<file path="src/verilog/ctn_shell_pkg.sv">
// Shared definitions for the CTN chip shell
// Bus widths, address map, pad placement and enum types
`default_nettype none

package ctn_shell_pkg;

  // Bus
  localparam int unsigned CtnAddrWidth = 32;
  localparam int unsigned CtnDataWidth = 32;

  typedef logic [CtnAddrWidth-1:0] ctn_addr_t;
  typedef logic [CtnDataWidth-1:0] ctn_word_t;

  // GPIO pins and logical pads
  localparam int unsigned NumPins = 32;
  localparam int unsigned NumPads = 19;

  typedef logic [NumPins-1:0] pin_vec_t;
  typedef logic [NumPads-1:0] pad_vec_t;

  localparam int PadGpioFirst    = 0;
  localparam int PadGpioLast     = 13;
  localparam int PadSwStrapFirst = 14;
  localparam int PadSwStrapLast  = 16;
  localparam int PadTapStrap0    = 17;
  localparam int PadTapStrap1    = 18;

  // Pin positions of the straps
  localparam int PinSwStrapFirst = 22;
  localparam int PinTapStrap0    = 30;
  localparam int PinTapStrap1    = 27;

  // Address map
  localparam ctn_addr_t   SramBaseAddr     = 32'h4000_0000;
  localparam int unsigned DefaultSramDepth = 256;
  localparam ctn_addr_t   PadBaseAddr      = 32'h4010_0000;
  localparam int unsigned PadRegionBytes   = 32;

  typedef enum logic [1:0] {
    CtnSelSram = 2'd0,
    CtnSelPad  = 2'd1,
    CtnSelNone = 2'd2
  } ctn_sel_e;

  // Pad register word offsets
  typedef enum logic [2:0] {
    PadRegOut     = 3'd0,
    PadRegOe      = 3'd1,
    PadRegPullEn  = 3'd2,
    PadRegPullSel = 3'd3,
    PadRegIn      = 3'd4
  } pad_reg_e;

  // Fake power-on sequence
  localparam int unsigned PorSupplyMax    = 15;
  localparam int unsigned PorStableCycles = 4;

endpackage

`default_nettype wire

</file>
<file path="src/verilog/pad_map.sv">
// Pad to pin mapping
// Places logical pads on GPIO pins and synchronizes their inputs
`timescale 1ns/100ps
`default_nettype none

module pad_map
  import ctn_shell_pkg::*;
(
  input  logic     clk_aon,
  input  logic     rst_n_i,
  input  pin_vec_t gpio_p2d_i,
  input  pad_vec_t pad_out_i,
  input  pad_vec_t pad_oe_i,
  input  pad_vec_t pad_pull_en_i,
  input  pad_vec_t pad_pull_sel_i,
  output pad_vec_t pad_in_o,
  output pin_vec_t gpio_d2p_o,
  output pin_vec_t gpio_en_d2p_o,
  output pin_vec_t gpio_pull_en_o,
  output pin_vec_t gpio_pull_select_o
);

  pad_vec_t pad_in_async;
  pad_vec_t pad_in_meta;

  // Unused pins stay at zero
  function automatic pin_vec_t pads_to_pins(pad_vec_t pads);
    pin_vec_t pins;
    pins = '0;
    for (int i = PadGpioFirst; i <= PadGpioLast; i++) begin
      pins[i - PadGpioFirst] = pads[i];
    end
    for (int i = PadSwStrapFirst; i <= PadSwStrapLast; i++) begin
      pins[PinSwStrapFirst + i - PadSwStrapFirst] = pads[i];
    end
    pins[PinTapStrap0] = pads[PadTapStrap0];
    pins[PinTapStrap1] = pads[PadTapStrap1];
    return pins;
  endfunction

  function automatic pad_vec_t pins_to_pads(pin_vec_t pins);
    pad_vec_t pads;
    pads = '0;
    for (int i = PadGpioFirst; i <= PadGpioLast; i++) begin
      pads[i] = pins[i - PadGpioFirst];
    end
    for (int i = PadSwStrapFirst; i <= PadSwStrapLast; i++) begin
      pads[i] = pins[PinSwStrapFirst + i - PadSwStrapFirst];
    end
    pads[PadTapStrap0] = pins[PinTapStrap0];
    pads[PadTapStrap1] = pins[PinTapStrap1];
    return pads;
  endfunction

  assign gpio_d2p_o         = pads_to_pins(pad_out_i);
  assign gpio_en_d2p_o      = pads_to_pins(pad_oe_i);
  assign gpio_pull_en_o     = pads_to_pins(pad_pull_en_i);
  assign gpio_pull_select_o = pads_to_pins(pad_pull_sel_i);

  assign pad_in_async = pins_to_pads(gpio_p2d_i);

  // Two-flop synchronizer on the pad inputs
  always_ff @(posedge clk_aon or negedge rst_n_i) begin
    if (!rst_n_i) begin
      pad_in_meta <= '0;
      pad_in_o    <= '0;
    end else begin
      pad_in_meta <= pad_in_async;
      pad_in_o    <= pad_in_meta;
    end
  end

endmodule

`default_nettype wire

</file>
<file path="config.mk">
export PLATFORM = sky130hd
export DESIGN_NAME = pad_map
export DESIGN_NICKNAME = d
export VERILOG_FILES = /design/src/verilog/ctn_shell_pkg.sv /design/src/verilog/pad_map.sv
export SDC_FILE = /design/constraint.sdc
export NUM_CORES = 1
export LEC_CHECK = 0
export BUFFER_PORTS_ARGS = -buffer_cell sky130_fd_sc_hd__buf_2
export CAP_MARGIN = 20
export CORE_AREA = 2 2 100 102
export CTS_CLUSTER_SIZE = 28
export DETAILED_ROUTE_END_ITERATION = 12
export DIE_AREA = 0 0 102 104
export GPL_TIMING_DRIVEN = 1
export PLACE_DENSITY = 0.52
export SYNTH_ARGS = -nofsm -noshare
export SYNTH_HDL_FRONTEND = slang
export SYNTH_SLANG_ARGS = --single-unit
</file>
<file path="constraint.sdc">
create_clock -name clk_aon -period 1 [get_ports clk_aon]
set_input_delay 0.05 -clock clk_aon [delete_from_list [all_inputs] [get_ports clk_aon]]
set_output_delay 0.05 -clock clk_aon [all_outputs]
set_load 0.1 [all_outputs]
</file>
==> key figures <==
Drt
  • WL/cell: 8.299 µm
  • DR iter-0 viols: 5
  • Vias per std cell: 2.591
  • Residual DRC count: 0
  • Post-Route WL: about 2400 µm
  • DRT antenna net count: 0
  • DRT Pass-1 Iters: 3
  • Via count: 754

Logic synthesis
  • Post-synth top cells: buf_4, dfrtp_1, conb_1
  • Yosys cell types: 3
  • Syn Inst Count: approximately 170
  • Synth top area cells: buf_4, dfrtp_1, conb_1
  • Netlist Area Pre-Place: 1916 µm²
  • Post-synth EDFFs: 0
  • Largest area contributor in the netlist: buf_4
  • Primary FF master, synth: dfrtp_1
  • Syn. warnings: 0
  • Mapped Avg Cell Area: approximately 11 µm²
  • Async set or reset register ratio after synthesis: 100.0%
  • Seq/Total Area, Yosys: 49.64%
  • Yosys reg bits: 38
  • Top cell type's share of synthesized area: 50.16%
  • Count leader, synth: buf_4

Cells and area
  • Sequential Area: 950.9 µm²
  • Area of the multi-input gates: 195.2 µm²
  • Antenna Cells: 0
  • Area delta synth->final: 10.06%
  • Layout cell share with drive strength beyond 1: 30.38%
  • Cell area after layout: about 2100 µm²
  • Final core utilization: around 22%
  • Layout Nets: 267
  • # fillers: 1023

CTS
  • CTS Root Buffer Type: clkbuf_8
  • Clk Latency, worst-skew pair: 0.28 ns
  • Worst-path clk slew: 0.07 ns
  • Sink Count: 38
  • # resized after CTS: 0
  • Postcts setup bufs: 0
  • CTS tree: done
  • # H-tree levels: 2
  • CTS Buf Count: 5
  • Longest Clk Path Bufs: 2

Placement
  • RD Place Congestion: 0.5283
  • Post-DP HPWL: 1847 µm
  • Placed cell areas: between 1500 and 2000 µm²
  • Port bufs: 39

Run
  • Max cap viols: 0

Floorplanning
  • Ports: between 200 and 300
  • Initial core utilization: 20.06%
  • Core area: about 9500 µm²
  • Die ar.: 10610 µm²
  • Die height: 104 µm
  • Die Width: 102 µm
  • Site row count: 36

Timing
  • Worst hold margin: 0.1000 ns
  • Number of max-slew violations in the final report: 0
  • Fin crit period: 0.9050 ns
  • Hold Fails Final Rpt: 0
  • Setup TNS Final: 0 ns
  • Final Skew: 0.005431 ns
  • Tcrit/Tclk final: 90.50%
  • Unrepaired setup endpoints after global routing: false
  • Max frequency: approximately 1.1 GHz
  • Final setup vio count: 0

GRT
  • Largest net degree at the start of global routing: 25
  • First-pass GRT wire length: between 3000 and 4000 µm
  • Gr usage total: 4.416%
  • Vias in the first global route: 704
  • Initial antenna violation count: 0
  • Grt total ovfl: 0

Power
  • P per Cell Area: between 1500 and 2000 nW/µm²
  • Peak VDD IR: 487.2 µV
  • Leak: 1.009 nW

Critical path
  • Crit Path Class: reg -> out
  • CP Capture Type: output pin
  • Worst-path cell chain: buf_12
  • Crit path max fanout: 1
  • WP data arrival: 0.85 ns
  • Crit-path leading delay family: flip-flops
  • Req. time, crit path: 0.95 ns
  • Slowest CP cell: dfrtp_1
  • Startpoint type of the worst setup path: flip-flop
  • Max incr delay on CP: 0.40 ns
  • Worst Path Buf+Inv: 1

Status
  • Status: finished, final reports clean

Min path
  • Worst hold path type: in -> out
-- metal layers --
metal  track usage (%)  routed length [µm]  vias to the layer above
met1             4.025                 747                      336
met3             2.621                 408                       23
met2             6.109                1046                       96
met4             5.238                 212                        0
li1                  -                   -                      299
met5                 0                   0                        -
-- report_power, final --
| group | total (W) | switching (W) | internal [W] |
|---|---|---|---|
| Clock | 0.00104 | 0.000484 | 0.000553 |
| Combinational | 0.00145 | 0.00121 | 0.000236 |
| Sequential | 0.00166 | 0.0000412 | 0.00161 |
-- final timing paths --
path	slack, ns	end	cells past startpoint	from
max	0.1	pad_in_o[14]	1	pad_in_o[14]
min	0.10	gpio_d2p_o[0]	0	pad_out_i[0]
max reg2reg	0.51	pad_in_o[18]	0	pad_in_meta[18]
min reg2reg	0.35	pad_in_o[1]	0	pad_in_meta[1]
max in group asynchronous	0.36	pad_in_o[11]	3	rst_n_i
min in group asynchronous	0.21	pad_in_meta[5]	2	rst_n_i
-- repair_timing --
action | 4_1_cts | 5_1_grt
hold endpoints to repair | 57 | 0
hold buffers | 20 | 0
endpoints found under the setup margin | 0 | 0
-- area by class of cell --
type	count	area share [%]
well taps	133	7.893
multi-input cells	52	9.258
clock inverters	2	0.5935
clock buffers	6	3.917
flip-flops and latches	38	45.10
repair buffers	60	33.23
-- state kept, by name, indices dropped and copies added, names as in the netlist --
name         count
pad_in_meta     19
pad_in_o        19
-- per-stage QoR --
step / cells / setup slack (ns) / power [W]
finish: 291 / 0.09503 / 0.004138
global route: 291 / 0.04549 / 0.004304
CTS: 291 / 0.07458 / 0.004187
detailed placement: 263 / 0.3907 / 0.003071
global placement: 263 / 0.3959 / 0.003064
floorplan: 218 / 0.06675 / 0.004389
-- kinds of logic (layout without fill, tap and decap cells) --
| logic type | Yosys count | after routing | share of synthesized area [%] |
|---|---|---|---|
| buffers and inverters | 128 | 68 | 50.16 |
| DFF | 38 | 38 | 49.64 |
| other | 1 | 52 | 0.1958 |
-- cells in the final DEF, fill, tap and decap left out, drive strengths merged --
cell type    instances
clkinvlp             1
dfrtp               38
clkbuf               6
buf                 40
clkinv               1
conb                52
dlygate4sd3         20
Note: power is estimated with default switching activity, not from simulation.
