<file path="src/verilog/ctn_shell_pkg.sv">
// Shared definitions for the CTN chip shell
// Bus widths, address map, pad placement and enum types
`default_nettype none

package ctn_shell_pkg;

  // Bus
  localparam int unsigned CtnAddrWidth = 32;
  localparam int unsigned CtnDataWidth = 32;

  typedef logic [CtnAddrWidth-1:0] ctn_addr_t;
  typedef logic [CtnDataWidth-1:0] ctn_word_t;

  // GPIO pins and logical pads
  localparam int unsigned NumPins = 32;
  localparam int unsigned NumPads = 19;

  typedef logic [NumPins-1:0] pin_vec_t;
  typedef logic [NumPads-1:0] pad_vec_t;

  localparam int PadGpioFirst    = 0;
  localparam int PadGpioLast     = 13;
  localparam int PadSwStrapFirst = 14;
  localparam int PadSwStrapLast  = 16;
  localparam int PadTapStrap0    = 17;
  localparam int PadTapStrap1    = 18;

  // Pin positions of the straps
  localparam int PinSwStrapFirst = 22;
  localparam int PinTapStrap0    = 30;
  localparam int PinTapStrap1    = 27;

  // Address map
  localparam ctn_addr_t   SramBaseAddr     = 32'h4000_0000;
  localparam int unsigned DefaultSramDepth = 256;
  localparam ctn_addr_t   PadBaseAddr      = 32'h4010_0000;
  localparam int unsigned PadRegionBytes   = 32;

  typedef enum logic [1:0] {
    CtnSelSram = 2'd0,
    CtnSelPad  = 2'd1,
    CtnSelNone = 2'd2
  } ctn_sel_e;

  // Pad register word offsets
  typedef enum logic [2:0] {
    PadRegOut     = 3'd0,
    PadRegOe      = 3'd1,
    PadRegPullEn  = 3'd2,
    PadRegPullSel = 3'd3,
    PadRegIn      = 3'd4
  } pad_reg_e;

  // Fake power-on sequence
  localparam int unsigned PorSupplyMax    = 15;
  localparam int unsigned PorStableCycles = 4;

endpackage

`default_nettype wire

</file>
<file path="src/verilog/por_sequencer.sv">
// Fake power-on sequencer
// Drives a glitching supply pattern and derives power-good from it
`timescale 1ns/100ps
`default_nettype none

module por_sequencer
  import ctn_shell_pkg::*;
(
  input  logic clk_aon,
  input  logic rst_n_i,
  output logic por_done_o
);

  logic [$clog2(PorSupplyMax+1)-1:0]    supply_cnt;
  logic [$clog2(PorStableCycles+1)-1:0] stable_cnt;
  logic                                 vcc_supp;

  // Count up and stick at the top
  always_ff @(posedge clk_aon or negedge rst_n_i) begin
    if (!rst_n_i) begin
      supply_cnt <= '0;
    end else if (supply_cnt < PorSupplyMax) begin
      supply_cnt <= supply_cnt + 1'b1;
    end
  end

  // Low, high, low, then high for good
  assign vcc_supp = (supply_cnt < 4)  ? 1'b0 :
                    (supply_cnt < 8)  ? 1'b1 :
                    (supply_cnt < 12) ? 1'b0 : 1'b1;

  // Supply must stay high for a while before power-good
  always_ff @(posedge clk_aon or negedge rst_n_i) begin
    if (!rst_n_i) begin
      stable_cnt <= '0;
    end else if (!vcc_supp) begin
      stable_cnt <= '0;
    end else if (stable_cnt < PorStableCycles) begin
      stable_cnt <= stable_cnt + 1'b1;
    end
  end

  assign por_done_o = (stable_cnt >= PorStableCycles);

endmodule

`default_nettype wire

</file>
<file path="config.mk">
export PLATFORM = sky130hd
export DESIGN_NAME = por_sequencer
export DESIGN_NICKNAME = d
export VERILOG_FILES = /design/src/verilog/ctn_shell_pkg.sv /design/src/verilog/por_sequencer.sv
export SDC_FILE = /design/constraint.sdc
export NUM_CORES = 1
export LEC_CHECK = 0
export BUFFER_PORTS_ARGS = -buffer_cell sky130_fd_sc_hd__buf_2
export CAP_MARGIN = 20
export CORE_AREA = 2 2 39 41
export CTS_BUF_LIST = sky130_fd_sc_hd__clkbuf_4 sky130_fd_sc_hd__clkbuf_8 sky130_fd_sc_hd__clkbuf_16
export CTS_CLUSTER_DIAMETER = 50
export DETAILED_ROUTE_END_ITERATION = 8
export DIE_AREA = 0 0 41 43
export GPL_TIMING_DRIVEN = 0
export PLACE_DENSITY_LB_ADDON = 0.1
export RECOVER_POWER = 100
export SETUP_SLACK_MARGIN = 0.1
export SYNTH_ARGS = -nofsm -noshare
export SYNTH_HDL_FRONTEND = slang
export SYNTH_SLANG_ARGS = --single-unit
</file>
<file path="constraint.sdc">
create_clock -name clk_aon -period 1.5 [get_ports clk_aon]
set_clock_uncertainty 0.1 [all_clocks]
set_input_delay 0.15 -clock clk_aon [delete_from_list [all_inputs] [get_ports clk_aon]]
set_output_delay 0.15 -clock clk_aon [all_outputs]
set_load 0.02 [all_outputs]
</file>
==> flow_summary.yaml, run 1 <==
floorplanning:
  pin_count: 3
  dieArea_um2: 1763
  die_h_um: 43
  row_count: 14
  initial_core_util: 0.2423
  floorplan.core_area_um2: 1384
  die_w_um: 41
setup_path:
  crit_fanout: 4
  startpoint_type: "flop"
  reg2reg_depth: 3
  r2r_end: "supply_cnt[1]$_DFFE_PN0N_"
  timing.rr.start: "supply_cnt[0]$_DFFE_PN0N_"
  cp.arrival_ns: 1.35
  required_ns: 1.53
  path_class: "flop to flop"
  r2r_slack_ns: 0.18
  startpoint: "supply_cnt[0]$_DFFE_PN0N_"
  crit_path_end_kind: "flop"
  crit_end: "supply_cnt[1]$_DFFE_PN0N_"
synthesis:
  ys_ff_latch: 7
  synth_fp_nets: 31
  ys_seq_area_frac: 0.5224
  yosys_warnings: 0
  synthSimpleGateAreaFrac: 0.1269
  synth_top_cells_by_area: "dfrtp_1 52%, ha_1 11%, mux2_4 4.5%"
  syn_area_um2: 335.3
  synthAdderAreaFrac: 0.1119
  synth-async-reset-ratio: 1.000
  yosysTopAreaCell: "dfrtp_1"
  synth-compound-area-share: 0.07836
  ys_top_cells_by_count: "7 x dfrtp_1, 3 x ha_1, 2 x inv_1, 2 x o21a_1"
  synthXorXnorAreaFrac: 0.05224
  ys.flop_type: "dfrtp_1"
  syn_avg_cell_area_um2: 12.90
  synth_edf_count: 0
  muxShareOfSynthArea: 0.07463
  synth_cells: 26
  synth.most_common_cell: "dfrtp_1"
  yosysTopAreaCellShare: 0.5224
  synth_cell_types: 16
  synth_top_family_by_area: "simple AND/OR/NAND/NOR gates"
route:
  dr.pass1.iters: 1
  dr_total_vias: 207
  finalWirelength_um: 496
  drc: 0
  wl_per_cell_um: 10.12
  drt_iter0_drc: 0
  via_per_inst: 4.224
  ant_nets: 0
global_route:
  grt-ovfl-total: 0
  grtUsageTotal: 0.08889
  grt_max_degree: 9
  grt_pass1_vias: 224
  antenna_found_initial: 0
  grt_pass1_wl_um: 931
hold_path:
  hp-class: "primary input to async pin"
power:
  sw_frac_of_total: 0.1862
  switchingPower_uw: 71.09
  p_leak_nw: 0.1702
  seq_power_share: 0.495
  power_frac_clock: 0.489
  ir_worst_vdd_v: 0.0003700
  p_int_uw: 310.7
  p_per_area_nw_per_um2: 956.7
  p_comb_frac: 0.016
  finalPower_uw: 381.8
outcome:
  status: "completed"
timing:
  fin_tns_setup_ns: 0
  period_share: 0.8825
  setup_viol_count_final: 0
  min_period_ns: 1.324
  holdWs_ns: 0.2302
  rsz0062_at_grt: "no"
  slew_headroom: 0.7432
  tightest_slew_ns: 0.3852
  finalHoldViolations: 0
  drv_slew: 0
  max_freq_ghz: 0.7554
clocking:
  cts_buffers: 3
  clk_pin_slew_ns: 0.05
  clk_latency_ns: 0.25
  clock_path_buffers: 2
  cts_sinks: 7
  cts_tree: "built"
  postCtsSetupBuffers: 0
  cts_max_level: 1
  cts_root_buffer: "clkbuf_4"
placement:
  dpl-instance-area_um2: 365.4
  portBuffers: 2
  gp_congestion: 0.6263
  dp.cells: 44
  hpwl_um: 375.6
cells_and_area:
  fillCellCount: 145
  fin_nets: 39
  stdcell_count: 49
  drive_gt1_frac: 0.2121
  n_antenna_cell: 0
  design_area_um2: 399.1
  syn2layout_area_growth_pct: 19.03
run:
  drv_cap: 0
==> timing repair <==
item / CTS / global route
resized for setup: 0 / 1
endpoints found under the hold margin: 7 / 0
setup endpoints to repair: 0 / 1
hold buffers: 1 / 0
==> power by group through the flow <==
stage / clock (mW) / sequential (mW) / combinational [mW]
2_1_floorplan: 0 / 0.192 / 0.0000000806
3_3_place_gp: 0 / 0.192 / 0.00473
3_5_place_dp: 0 / 0.192 / 0.00487
4_1_cts: 0.196 / 0.189 / 0.00691
5_1_grt: 0.205 / 0.189 / 0.00727
6_report: 0.187 / 0.189 / 0.00610
==> per-layer routing <==
layer  global-route usage  wire [um]  up-vias
met5                    0          0        -
met4               0.1200          0        0
li1                     -          -      102
met2               0.1188        262        3
met1              0.08525        210      102
met3              0.03141         23        0
==> cells by family after synthesis <==
group | Yosys count
XOR/XNOR | 2
buffers and inverters | 3
AND/OR/NAND/NOR | 5
adder cells (fa/ha/maj) | 3
flip-flops | 7
multiplexers | 2
AO/OA/AOI/OAI | 4
==> cells in the final DEF, fill, tap and decap left out, drive strengths merged <==
cell,count
and4b,1
a21oi,1
dlygate4sd3,1
mux2i,1
clkbuf,7
nor2b,1
mux2,1
xor2,1
o21a,2
nand3,1
and2,1
ha,3
nand3b,1
inv,2
a31oi,1
dfrtp,7
xnor2,1
==> sequential cells by signal, summed over array words and instances (netlist names) <==
signal / flops
stable_cnt: 3
supply_cnt: 4
==> per-stage QoR <==
step | util | setup slack, ns
5_1_grt | 0.2884 | 0.08376
4_1_cts | 0.2929 | 0.1824
3_5_place_dp | 0.2640 | 0.1913
3_3_place_gp | 0.2640 | 0.2139
6_report | 0.2884 | 0.1762
2_1_floorplan | - | 0.2590
==> worst min-delay path by stage <==
stage	startpoint	to	slack (ns)	cells after the start
2_1_floorplan	rst_n_i	stable_cnt[0]$_DFFE_PN0P_	-0.25	0
5_1_grt	rst_n_i	stable_cnt[1]$_DFFE_PN0P_	0.27	2
6_report	rst_n_i	stable_cnt[1]$_DFFE_PN0P_	0.23	2
3_5_place_dp	rst_n_i	stable_cnt[0]$_DFFE_PN0P_	-0.11	1
3_3_place_gp	rst_n_i	stable_cnt[0]$_DFFE_PN0P_	-0.11	1
4_1_cts	rst_n_i	stable_cnt[1]$_DFFE_PN0P_	0.17	2
==> worst max-delay path, stage by stage, from the launching register on <==
cell and delay (ns):
dfrtp_1 0.42, ha_1 0.26, nand3_2 0.11, mux2_1 0.32
==> cell type report <==
type,instances,area [um^2],area share
Buffer,1,3.754,0.009404
Clock buffer,4,30.03,0.07524
Inverter,2,7.507,0.01881
Multi-Input combinational cell,16,145.1,0.3636
Sequential cell,7,175.2,0.4389
Tap cell,16,20.02,0.05016
Timing Repair Buffer,3,17.52,0.04389
(Power assumes the default switching activity.)
==> run 2: changes to the inputs <==
--- a/config.mk
+++ b/config.mk
@@ -5,6 +5,7 @@
 export SDC_FILE = /design/constraint.sdc
 export NUM_CORES = 1
 export LEC_CHECK = 0
+export ABC_AREA = 1
 export BUFFER_PORTS_ARGS = -buffer_cell sky130_fd_sc_hd__buf_2
 export CAP_MARGIN = 20
 export CORE_AREA = 2 2 39 41
==> run 2 against run 1 <==
Compared with the run above:
- combinational power increased by 1%
- non-clock buffer count unchanged
- fmax increased by 6.8%
- sequential cell count unchanged
- cell area decreased by 0.63%
- critical path type is now flop to primary output
- critical endpoint is now por_done_o
- largest power group unchanged
==> flow_summary.yaml, run 2 <==
synthesis:
  muxShareOfSynthArea: 0
  ys_top_cells_by_count: "7 x dfrtp_1, 6 x inv_1, 6 x nor2_1"
  synth_fp_nets: 41
  synthSimpleGateAreaFrac: 0.2088
  synth.most_common_cell: "dfrtp_1"
  synth_top_family_by_area: "simple AND/OR/NAND/NOR gates"
  synth-async-reset-ratio: 1.000
  yosys_warnings: 0
  synth_edf_count: 0
  syn_area_um2: 341.6
  synth_top_cells_by_area: "dfrtp_1 51%, ha_1 11%, inv_1 6.6%"
  yosysTopAreaCell: "dfrtp_1"
  ys_seq_area_frac: 0.5128
  ys_ff_latch: 7
  synth-compound-area-share: 0.06593
  syn_avg_cell_area_um2: 9.488
  synth_cells: 36
  synthAdderAreaFrac: 0.1099
  ys.flop_type: "dfrtp_1"
  synth_cell_types: 12
  synthXorXnorAreaFrac: 0.02564
  yosysTopAreaCellShare: 0.5128
global_route:
  grtUsageTotal: 0.09828
  grt_max_degree: 8
  grt_pass1_vias: 272
  grt-ovfl-total: 0
  antenna_found_initial: 0
  grt_pass1_wl_mm: 1.076
setup_path:
  crit_fanout: 5
  startpoint_type: "flop"
  cp.arrival_ns: 0.99
  crit_path_end_kind: "primary output"
  r2r_slack_ns: 0.27
  path_class: "flop to primary output"
  required_ns: 1.25
cells_and_area:
  multi_input_comb_area_um2: 127.6
  drive_gt1_frac: 0.09302
  layout_commonest_cell: "dfrtp_1"
  fillCellCount: 154
  stdcell_count: 59
  fin_nets: 49
  largest_reg_flops: 4
  n_antenna_cell: 0
  reg_top3: "supply_cnt: 4 flops, stable_cnt: 3 flops"
  regMostFlops: "supply_cnt"
  utilization: 0.2866
  layout_common_cells: "7 x dfrtp_1, 6 x inv_1, 6 x nor2_1"
  seq_area_um2: 175.2
  design_area_um2: 396.6
  syn2layout_area_growth_pct: 16.12
hold_path:
  hp-class: "primary input to async pin"
power:
  p_leak_nw: 0.2042
  p_per_area_nw_per_um2: 968.3
  ir_worst_vdd_v: 0.0003747
floorplanning:
  initial_core_util: 0.2468
  floorplan.core_area_um2: 1384
  row_count: 14
  die_h_um: 43
  die_w_um: 41
  pin_count: 3
  dieArea_um2: 1763
route:
  wl_per_cell_um: 9.254
  ant_nets: 0
  dr.pass1.iters: 4
  dr_total_vias: 260
  drt_iter0_drc: 2
  drc: 0
  finalWirelength_um: 546
  via_per_inst: 4.407
clocking:
  cts-resized-gates: 0
  cts_max_level: 1
  cts_buffers: 3
  cts_sinks: 7
  clk_pin_slew_ns: 0.05
  postCtsSetupBuffers: 0
  cts_root_buffer: "clkbuf_4"
  cts_tree: "built"
  clock_path_buffers: 2
  clk_latency_ns: 0.25
placement:
  hpwl_um: 397.6
  portBuffers: 2
  dp.cells: 54
  dpl-instance-area_um2: 371.6
  gp_congestion: 0.6009
timing:
  period_share: 0.8266
  slew_headroom: 0.7443
  drv_slew: 0
  finalHoldViolations: 0
  max_freq_ghz: 0.8065
  tightest_slew_ns: 0.3836
  min_period_ns: 1.240
  holdWs_ns: 0.2340
  rsz0062_at_grt: "no"
  fin_tns_setup_ns: 0
  setup_viol_count_final: 0
run:
  drv_cap: 0
outcome:
  status: "completed"
run 2: cell types whose count changed after synthesis, sizes merged, moves of 2 or more:
cell / before / now
o21ai: 0 / 3
nor2: 0 / 6
nand2: 0 / 4
nand3: 1 / 3
inv: 2 / 6
run 2: worst paths after layout:
| check | start | endpoint | cells past startpoint |
|---|---|---|---|
| worst max-delay path | stable_cnt[2]$_DFFE_PN0P_ | por_done_o | 2 |
| worst min-delay path | rst_n_i | stable_cnt[1]$_DFFE_PN0P_ | 2 |
| worst max register to register | supply_cnt[0]$_DFFE_PN0N_ | supply_cnt[0]$_DFFE_PN0N_ | 5 |
| worst min register to register | supply_cnt[3]$_DFFE_PN0N_ | supply_cnt[3]$_DFFE_PN0N_ | 2 |
| max in group asynchronous | rst_n_i | supply_cnt[2]$_DFFE_PN0N_ | 2 |
| min in group clk_aon | supply_cnt[3]$_DFFE_PN0N_ | supply_cnt[3]$_DFFE_PN0N_ | 2 |
run 2: area by class of cell:
type	instances	share of cell area
Tap cell	16	0.05047
Timing Repair Buffer	3	0.04416
Inverter	6	0.05678
Multi-Input combinational cell	22	0.3218
Clock buffer	4	0.07571
Buffer	1	0.009464
Sequential cell	7	0.4416
run 2: logic make-up after synthesis:
logic type      count (synthesis)
fa+ha+maj                       3
flops                           7
buf+inv                         7
xor+xnor                        1
simple gates                   14
compound gates                  4
run 2: per-layer routing:
metal	global-route usage	vias to the layer above	wire, um	part of all wire
met5	0	-	0	0
met4	0.1200	0	10	0.018
met3	0.03141	2	21	0.038
met2	0.1281	4	272	0.50
met1	0.1060	126	242	0.44
li1	-	128	-	-
run 2: repair_timing:
item                                   CTS  global route
setup endpoints to repair                0             0
hold buffers                             1             0
endpoints found under the hold margin    7             0
run 2: critical path, stage by stage (launching register included):
cell	delay (ns)
dfrtp_1	0.41
clkbuf_1	0.11
clkbuf_1	0.22
run 2: power by group:
part           total, mW  switching, mW  internal [mW]
clock              0.189         0.0693          0.120
combinational    0.00618        0.00391        0.00226
sequential         0.189              0          0.189
run 2: per-stage QoR:
stage                     total power [mW]  setup WS, ns
final                               0.3841        0.2601
after global routing                0.4031        0.1635
after CTS                           0.3937        0.3214
after detailed placement            0.1971        0.3403
after global placement              0.1971        0.3596
after floorplan                     0.1923        0.4104
