===== config.mk =====
export PLATFORM = sky130hd
export DESIGN_NAME = pad_ctrl_regs
export DESIGN_NICKNAME = d
export VERILOG_FILES = /design/src/verilog/ctn_shell_pkg.sv /design/src/verilog/pad_ctrl_regs.sv
export SDC_FILE = /design/constraint.sdc
export NUM_CORES = 1
export LEC_CHECK = 0
export ABC_CLOCK_PERIOD_IN_PS = 1810
export BUFFER_PORTS_ARGS = -buffer_cell sky130_fd_sc_hd__buf_2
export CORE_ASPECT_RATIO = 0.75
export CORE_MARGIN = 2
export CORE_UTILIZATION = 40
export CTS_BUF_LIST = sky130_fd_sc_hd__clkbuf_4 sky130_fd_sc_hd__clkbuf_8
export CTS_CLUSTER_DIAMETER = 60
export DETAILED_ROUTE_END_ITERATION = 8
export GPL_TIMING_DRIVEN = 1
export PLACE_DENSITY = 0.76
export SYNTH_ARGS = -nofsm -noshare
export SYNTH_HDL_FRONTEND = slang
export SYNTH_SLANG_ARGS = --single-unit
export TNS_END_PERCENT = 20

===== constraint.sdc =====
create_clock -name clk_aon -period 1.81 [get_ports clk_aon]
set_input_delay 0.181 -clock clk_aon [delete_from_list [all_inputs] [get_ports clk_aon]]
set_output_delay 0.181 -clock clk_aon [all_outputs]
set_load 0.02 [all_outputs]

===== src/verilog/ctn_shell_pkg.sv =====
// Shared definitions for the CTN chip shell
// Bus widths, address map, pad placement and enum types
`default_nettype none

package ctn_shell_pkg;

  // Bus
  localparam int unsigned CtnAddrWidth = 32;
  localparam int unsigned CtnDataWidth = 32;

  typedef logic [CtnAddrWidth-1:0] ctn_addr_t;
  typedef logic [CtnDataWidth-1:0] ctn_word_t;

  // GPIO pins and logical pads
  localparam int unsigned NumPins = 32;
  localparam int unsigned NumPads = 19;

  typedef logic [NumPins-1:0] pin_vec_t;
  typedef logic [NumPads-1:0] pad_vec_t;

  localparam int PadGpioFirst    = 0;
  localparam int PadGpioLast     = 13;
  localparam int PadSwStrapFirst = 14;
  localparam int PadSwStrapLast  = 16;
  localparam int PadTapStrap0    = 17;
  localparam int PadTapStrap1    = 18;

  // Pin positions of the straps
  localparam int PinSwStrapFirst = 22;
  localparam int PinTapStrap0    = 30;
  localparam int PinTapStrap1    = 27;

  // Address map
  localparam ctn_addr_t   SramBaseAddr     = 32'h4000_0000;
  localparam int unsigned DefaultSramDepth = 256;
  localparam ctn_addr_t   PadBaseAddr      = 32'h4010_0000;
  localparam int unsigned PadRegionBytes   = 32;

  typedef enum logic [1:0] {
    CtnSelSram = 2'd0,
    CtnSelPad  = 2'd1,
    CtnSelNone = 2'd2
  } ctn_sel_e;

  // Pad register word offsets
  typedef enum logic [2:0] {
    PadRegOut     = 3'd0,
    PadRegOe      = 3'd1,
    PadRegPullEn  = 3'd2,
    PadRegPullSel = 3'd3,
    PadRegIn      = 3'd4
  } pad_reg_e;

  // Fake power-on sequence
  localparam int unsigned PorSupplyMax    = 15;
  localparam int unsigned PorStableCycles = 4;

endpackage

`default_nettype wire


===== src/verilog/pad_ctrl_regs.sv =====
// Pad control registers
// Output, enable and pull settings per pad plus input readback
`timescale 1ns/100ps
`default_nettype none

module pad_ctrl_regs
  import ctn_shell_pkg::*;
(
  input  logic      clk_aon,
  input  logic      rst_n_i,
  input  logic      req_i,
  input  logic      we_i,
  input  ctn_addr_t word_addr_i,
  input  ctn_word_t wdata_i,
  input  pad_vec_t  pad_in_i,
  output ctn_word_t rdata_o,
  output pad_vec_t  pad_out_o,
  output pad_vec_t  pad_oe_o,
  output pad_vec_t  pad_pull_en_o,
  output pad_vec_t  pad_pull_sel_o
);

  pad_reg_e reg_sel;

  assign reg_sel = pad_reg_e'(word_addr_i[2:0]);

  ////////////////////////////////////////
  // Register writes
  ////////////////////////////////////////

  // PadRegIn and offsets 5 to 7 are read-only
  always_ff @(posedge clk_aon or negedge rst_n_i) begin
    if (!rst_n_i) begin
      pad_out_o      <= '0;
      pad_oe_o       <= '0;
      pad_pull_en_o  <= '0;
      pad_pull_sel_o <= '0;
    end else if (req_i && we_i) begin
      case (reg_sel)
        PadRegOut:     pad_out_o      <= wdata_i[NumPads-1:0];
        PadRegOe:      pad_oe_o       <= wdata_i[NumPads-1:0];
        PadRegPullEn:  pad_pull_en_o  <= wdata_i[NumPads-1:0];
        PadRegPullSel: pad_pull_sel_o <= wdata_i[NumPads-1:0];
        default:       ;
      endcase
    end
  end

  ////////////////////////////////////////
  // Register reads
  ////////////////////////////////////////

  always_ff @(posedge clk_aon or negedge rst_n_i) begin
    if (!rst_n_i) begin
      rdata_o <= '0;
    end else if (req_i) begin
      rdata_o <= '0;
      if (!we_i) begin
        case (reg_sel)
          PadRegOut:     rdata_o <= ctn_word_t'(pad_out_o);
          PadRegOe:      rdata_o <= ctn_word_t'(pad_oe_o);
          PadRegPullEn:  rdata_o <= ctn_word_t'(pad_pull_en_o);
          PadRegPullSel: rdata_o <= ctn_word_t'(pad_pull_sel_o);
          PadRegIn:      rdata_o <= ctn_word_t'(pad_in_i);
          default:       rdata_o <= '0;
        endcase
      end
    end
  end

endmodule

`default_nettype wire


==> results.md, run 1 <==
- Status: finished clean
- Slowest CP cell: mux2_2
- Worst Setup Slack, final: 0.5819 ns
- Flop pwr share: 46.5%
- Ratio of cells with drive above 1 in the final layout: 56.68%
- CTS max path bufs: 2
- Power share of the combinational group: 31.8%
- CP bufs+invs: 2
- Die area: 12170 µm²
- Worst vdd ir: 0.5826 mV
- Synth cell types: 26
- # H-tree levels: 3
- Critical path required time: 2.06 ns
- Inst Count DP: 587
- Vias in the first global route: 3290
- Top FF cell, synth: dfrtp_1
- Commonest cells in the synthesized netlist: 95 x dfrtp_1, 63 x mux2_2, 20 x mux2_4, 19 x mux2i_1, 19 x nand2b_1
- Total net switching power: 2.265 mW
- Clock sinks: 95
- Area leader, netlist: dfrtp_1
- Crit path time final: 1.228 ns
- Total gr overflow: 0
- FFs w/ async S/R, synth: 100.0%
- Antenna Nets Post-Route: 0
- Clk slew on worst S/H paths: 0.11 ns
- # fillers: 965
- Hold Fails Final Rpt: 0
- Ports: 195
- First-pass GRT wire length: 17.95 mm
- Largest net degree at the start of global routing: 39
- Fin cells: 604
- Seq/Total Area, Yosys: 52.60%
- Switching part of the total: 36.41%
- Mean Syn Cell Area: 14.53 µm²
- Initial DRT Pass Iterations: 4
- IO buf count: 139
- Via count: 3192
- Max stage delay on crit path: 0.35 ns
- Area of the multi-input gates: 1933 µm²
- Worst min-delay path category: in -> reg
- Yosys top cell area share: 52.60%
- Power per Cell Area: 1120 nW/µm²
- Worst path cell trace: buf_2 -> and3b_4 -> and3b_1 -> buf_4 -> mux2_2
- Area growth from synthesis to layout: 22.87%
- Top-count cell post-synth: dfrtp_1
- Post-Syn Area: 4519 µm²
- Critical path capture point type: flip-flop
- Max Freq: 814.3 MHz
- Maxcap violations: 0
- Core ar.: 10980 µm²
- CTS Buf Count: 9
- Nets: 546
- Final Power: 6.221 mW
- Drt initial violations: 88
- CP delay by family, top: simple AND/OR/NAND/NOR gates
- Total inserted antenna cells: 0
- Flop-to-flop setup slack: 0.67 ns
- Unrepaired setup endpoints after global routing: no
- CTS tree: yes
- Crit-path max FO: 9
- DIE HEIGHT: 96.06 µm
- Final period util: 67.85%
- Final Skew: 0.008645 ns
- FF+latch count, synth: 95
- Root Buffer: clkbuf_8
- Worst EP arrival: 1.48 ns
- Syn Inst Count: 311
- Ys Warns: 0
- Clock power share: 21.7%
- DR vias/cell: 5.285
- Post-Route WL: 11.58 mm
- Initial antenna violation count: 0
- Internal: 3.955 mW
- Max-slew violation count: 0
- GRT Total Usage: 19.24%
- Std-Cell Rows: 33
- Sequential Area: 2377 µm²
- Per-cell routed wire length: 19.17 µm
- Post-synth EDFFs: 0
- Post-DP HPWL: 8.250 mm
- Initial Utilization: 41.15%
- RePlAce Congestion: 0.8184
- Worst skew pair latency: 0.37 ns
- Worst slack at placement: 0.1944 ns
- Startpoint types: primary input
- Setup CP Type: in -> reg
- Leak: 2.743 nW
- Final Setup Violations: 0
- Sum Neg Setup Slack: 0 ns
- Die width: 126.7 µm
- Synth area leaders: dfrtp_1 53%, mux2_2 16%, mux2_4 6.6%, mux2i_1 4.2%, o221ai_1 3.3%
- Detailed-route DRC error count: 0
## what timing repair did
action | in CTS | in global routing
endpoints found under the hold margin | 95 | 0
gates resized for setup | 0 | 0
setup buffers | 0 | 0
hold buffers | 1 | 0
endpoints found under the setup margin | 0 | 0
## cells in the final DEF, fill, tap and decap left out, types with 3 or more instances in the layout
cell,instances
buf_12,3
nand2b_1,19
mux2_4,20
o221ai_1,17
inv_6,4
conb_1,13
buf_4,16
a22oi_1,18
clkbuf_8,9
mux2_2,63
dfrtp_1,95
buf_2,138
mux2_1,12
mux2i_1,19
## per-layer routing
layer  wire length, µm  vias up  track usage (%)
met1              5215     1655            25.45
met4                97        0            5.678
met5                 0        -                0
met3               560       11            4.225
li1                  -     1423                -
met2              5708      103            32.25
## cell families (layout without fill, tap and decap cells)
family                 Yosys count  count (layout)  synth area share, %
buffers and inverters           33             174                5.620
DFF                             95              95                52.60
and+or+nand+nor                 29              29                4.901
other                            1              13              0.08298
muxes                          114             114                29.54
AOI/OAI and AO/OA               39              39                7.254
## stage by stage
step | hold WS, ns | utilization [%] | area, µm²
floorplan | -0.1146 | - | 4564
finish | 0.05898 | 50.56 | 5553
global placement | 0.05462 | 48.77 | 5356
global route | 0.04984 | 50.56 | 5553
CTS | 0.03880 | 50.56 | 5553
detailed placement | 0.05492 | 48.77 | 5356
## flip-flops by register name (all words and copies together) (netlist names)
signal,count
pad_oe_o,19
pad_out_o,19
pad_pull_en_o,19
pad_pull_sel_o,19
rdata_o,19
## power groups by stage
stage	sequential [mW]	combinational (mW)	clock (mW)
final	2.89	1.98	1.35
after global routing	2.95	2.11	1.48
after CTS	2.88	2.00	1.40
after detailed placement	2.92	1.99	0
after global placement	2.89	1.94	0
after floorplan	3.41	0.749	0
## worst register-to-register path: stages (launching register included)
cell and delay, ns:
dfrtp_1 0.41, mux2_2 0.27, a22oi_1 0.17, o221ai_1 0.15
## final cells by class
type	count	share of cell area [%]
multi-input combinational	195	34.81
tap	140	3.155
sequential	95	42.81
clock buffer	9	2.231
timing repair buffer	158	15.86
clock inverter	7	1.127
## final timing paths
kind | from | end | cells after the start
hold reg to reg | rdata_o[8]$_DFFE_PN0P_ | rdata_o[8]$_DFFE_PN0P_ | 2
setup / recovery | word_addr_i[2] | pad_pull_en_o[6]$_DFFE_PN0P_ | 5
setup reg to reg | pad_pull_sel_o[3]$_DFFE_PN0P_ | rdata_o[3]$_DFFE_PN0P_ | 3
hold / removal | wdata_i[1] | pad_out_o[1]$_DFFE_PN0P_ | 2
max in group asynchronous | rst_n_i | pad_out_o[15]$_DFFE_PN0P_ | 3
min in group asynchronous | rst_n_i | rdata_o[18]$_DFFE_PN0P_ | 2
(Power assumes the default switching activity.)
==> run 2: changes to the inputs <==
--- a/config.mk
+++ b/config.mk
@@ -5,7 +5,7 @@
 export SDC_FILE = /design/constraint.sdc
 export NUM_CORES = 1
 export LEC_CHECK = 0
-export ABC_CLOCK_PERIOD_IN_PS = 1810
+export ABC_CLOCK_PERIOD_IN_PS = 1000
 export BUFFER_PORTS_ARGS = -buffer_cell sky130_fd_sc_hd__buf_2
 export CORE_ASPECT_RATIO = 0.75
 export CORE_MARGIN = 2
@@ -14,7 +14,7 @@
 export CTS_CLUSTER_DIAMETER = 60
 export DETAILED_ROUTE_END_ITERATION = 8
 export GPL_TIMING_DRIVEN = 1
-export PLACE_DENSITY = 0.76
+export PLACE_DENSITY = 0.79
 export SYNTH_ARGS = -nofsm -noshare
 export SYNTH_HDL_FRONTEND = slang
 export SYNTH_SLANG_ARGS = --single-unit
==> constraint.sdc (replaced) <==
create_clock -name clk_aon -period 1 [get_ports clk_aon]
set_input_delay 0.1 -clock clk_aon [delete_from_list [all_inputs] [get_ports clk_aon]]
set_output_delay 0.1 -clock clk_aon [all_outputs]
set_load 0.02 [all_outputs]
==> run 2 against run 1 <==
Via count is 11% higher; register-to-register slack worse by 0.76 ns; largest cell class unchanged; hold slack got worse by 0.030 ns; cell count grew 13%; the flow now finishes with violations (setup timing); critical endpoint is now pad_pull_sel_o[17]; core utilization up 12 points; sequential cell count unchanged; critical path type is now reg -> out; worst setup slack lost 0.72 ns; highest routed layer unchanged; global-route usage is 2.9 points higher; total power increased by 110%; routed wire length rose by 15%; clock skew rose by 0.0073 ns.
==> results.md, run 2 (synthesis gave the netlist of run 1 again) <==
- Initial DRT Pass Iterations: 4 (unchanged)
- Worst slack at placement: -0.4298 ns (-0.6241 ns)
- GRT Total Usage: 22.19% (+2.9 points)
- Std-Cell Rows: 33 (unchanged)
- Total inserted antenna cells: 0 (unchanged)
- CTS tree: yes
- Max Freq: 880.5 MHz
- Max-slew violation count: 0 (unchanged)
- Via count: 3532 (+11%)
- Critical path required time: 0.90 ns (-1.16 ns)
- Vias in the first global route: 3715 (+13%)
- Rel. slew slack: 64.03%
- Critical path capture point type: output port
- DR vias/cell: 5.186 (-1.9%)
- CP delay by family, top: flip-flops
- Initial antenna violation count: 0 (unchanged)
- CP bufs+invs: 2 (unchanged)
- Unrepaired setup endpoints after global routing: yes
- Core ar.: 10980 µm² (unchanged)
- Area growth from synthesis to layout: 51.47%
- Antenna Nets Post-Route: 0 (unchanged)
- Slowest CP cell: dfrtp_1
- Crit path time final: 1.136 ns
- Worst path cell trace: buf_6 -> buf_6
- DP Area: 5824 µm² (+8.7%)
- Worst vdd ir: 1.260 mV (+120%)
- Worst path depth: 2 (-3)
- Startpoint types: flip-flop
- IO buf count: 139 (unchanged)
- Worst EP arrival: 1.04 ns (-0.44 ns)
- Die width: 126.7 µm (unchanged)
- Fin util: 62.33% (+12 points)
- Most common cell after layout, fill and taps aside: dfrtp_1
- Final period util: 113.6%
- Worst-margin pin slew: 0.5396 ns
- Maxcap violations: 0 (unchanged)
- DIE HEIGHT: 96.06 µm (unchanged)
- Power per Cell Area: 1944 nW/µm² (+73%)
- Nets: 623 (+14%)
- Per-cell routed wire length: 19.57 µm (+2.1%)
- Clock sinks: 95 (unchanged)
- Post-DP HPWL: 9.313 mm (+13%)
- Worst skew pair latency: 0.37 ns (about the same)
- Crit-path max FO: 2 (-7)
- Detailed-route DRC error count: 0 (unchanged)
- Worst min-delay path category: in -> reg
- # H-tree levels: 3 (unchanged)
- Status: finished with violations
- CTS Buf Count: 9 (unchanged)
- Leak: 3.297 nW (+20%)
- Final instance area: 6845 µm² (+23%)
- Failing checks: setup timing
- RePlAce Congestion: 0.8655 (+5.8%)
- Initial Utilization: 41.15% (unchanged)
- Ratio of cells with drive above 1 in the final layout: 62.85% (+6.2 points)
- Root Buffer: clkbuf_8
- Post-Route WL: 13.33 mm (+15%)
- Clk slew on worst S/H paths: 0.10 ns (about the same)
- Total gr overflow: 0 (unchanged)
- Worst Setup Slack, final: -0.1357 ns (-0.7176 ns)
- Final Setup Violations: 117 (+117)
- Max stage delay on crit path: 0.41 ns (+0.06 ns)
- Final Skew: 0.01594 ns (+0.007290 ns)
- Commonest non-fill, non-tap cells in the layout: 95 x dfrtp_1, 93 x buf_6, 82 x buf_2
- CTS max path bufs: 2 (unchanged)
- Hold Fails Final Rpt: 0 (unchanged)
- Largest net degree at the start of global routing: 35 (-10%)
- Drt initial violations: 181 (+110%)
- Worst R2R Path Depth: 3 (unchanged)
- Ports: 195 (unchanged)
- Hold depth: 2 (unchanged)
- First-pass GRT wire length: 20.36 mm (+13%)
- Crit path top cell by count: buf_6
- Setup CP Type: reg -> out
- Die area: 12170 µm² (unchanged)
run 2: cell count changes in the layout (fill, tap and decap cells not counted), sizes merged:
| cell | change |
|---|---|
| bufinv | +1 |
| inv | -3 |
| clkinvlp | +1 |
| buf | +59 |
| clkbuf | +1 |
| dlygate4sd3 | +18 |
run 2: final cells by class:
| type | instances | area, µm² |
|---|---|---|
| clock buffer | 10 | 131.4 |
| timing repair buffer | 235 | 2056 |
| fill | 856 | 4138 |
| tap | 140 | 175.2 |
| multi-input combinational | 195 | 2038 |
| clock inverter | 6 | 67.56 |
| sequential | 95 | 2377 |
run 2: layer usage:
layer,up-vias,part of all wire (%),global-route usage [%]
li1,1586,-,-
met1,1749,40,27.00
met2,161,50,38.11
met3,36,6.1,5.281
met4,0,4.0,10.16
met5,-,0,0
run 2: final timing paths:
check,to,startpoint,slack [ns]
hold / removal,pad_pull_sel_o[9]$_DFFE_PN0P_,wdata_i[9],0.03
min in group asynchronous,rdata_o[3]$_DFFE_PN0P_,rst_n_i,0.15
max in group asynchronous,pad_pull_sel_o[9]$_DFFE_PN0P_,rst_n_i,0.36
hold reg to reg,rdata_o[12]$_DFFE_PN0P_,rdata_o[12]$_DFFE_PN0P_,0.51
setup / recovery,pad_pull_sel_o[17],pad_pull_sel_o[17]$_DFFE_PN0P_,-0.14
setup reg to reg,rdata_o[17]$_DFFE_PN0P_,pad_pull_sel_o[17]$_DFFE_PN0P_,-0.09
run 2: report_power, final:
group / internal, mW / switching (mW) / leakage (nW)
combinational: 2.99 / 2.48 / 2.01
clock: 1.20 / 1.37 / 0.0967
sequential: 4.62 / 0.648 / 1.19
total: 8.81 / 4.49 / 3.30
run 2: metrics by stage:
stage	power [mW]	TNS, ns	hold slack (ns)	instances
6_report	13.30	-7.263	0.02853	681
5_1_grt	13.91	-12.67	0.008212	681
4_1_cts	13.13	-9.520	0.004306	681
3_5_place_dp	9.535	-33.83	0.001021	641
3_3_place_gp	9.373	-31.55	-0.005526	641
2_1_floorplan	7.531	-15.49	-0.1956	323
run 2: repair_timing:
item	4_1_cts	5_1_grt
hold endpoints to repair	152	0
gates resized for setup	135	36
setup endpoints to repair	116	130
hold buffers	19	0
pin swaps	17	2
buffers inserted	5	0
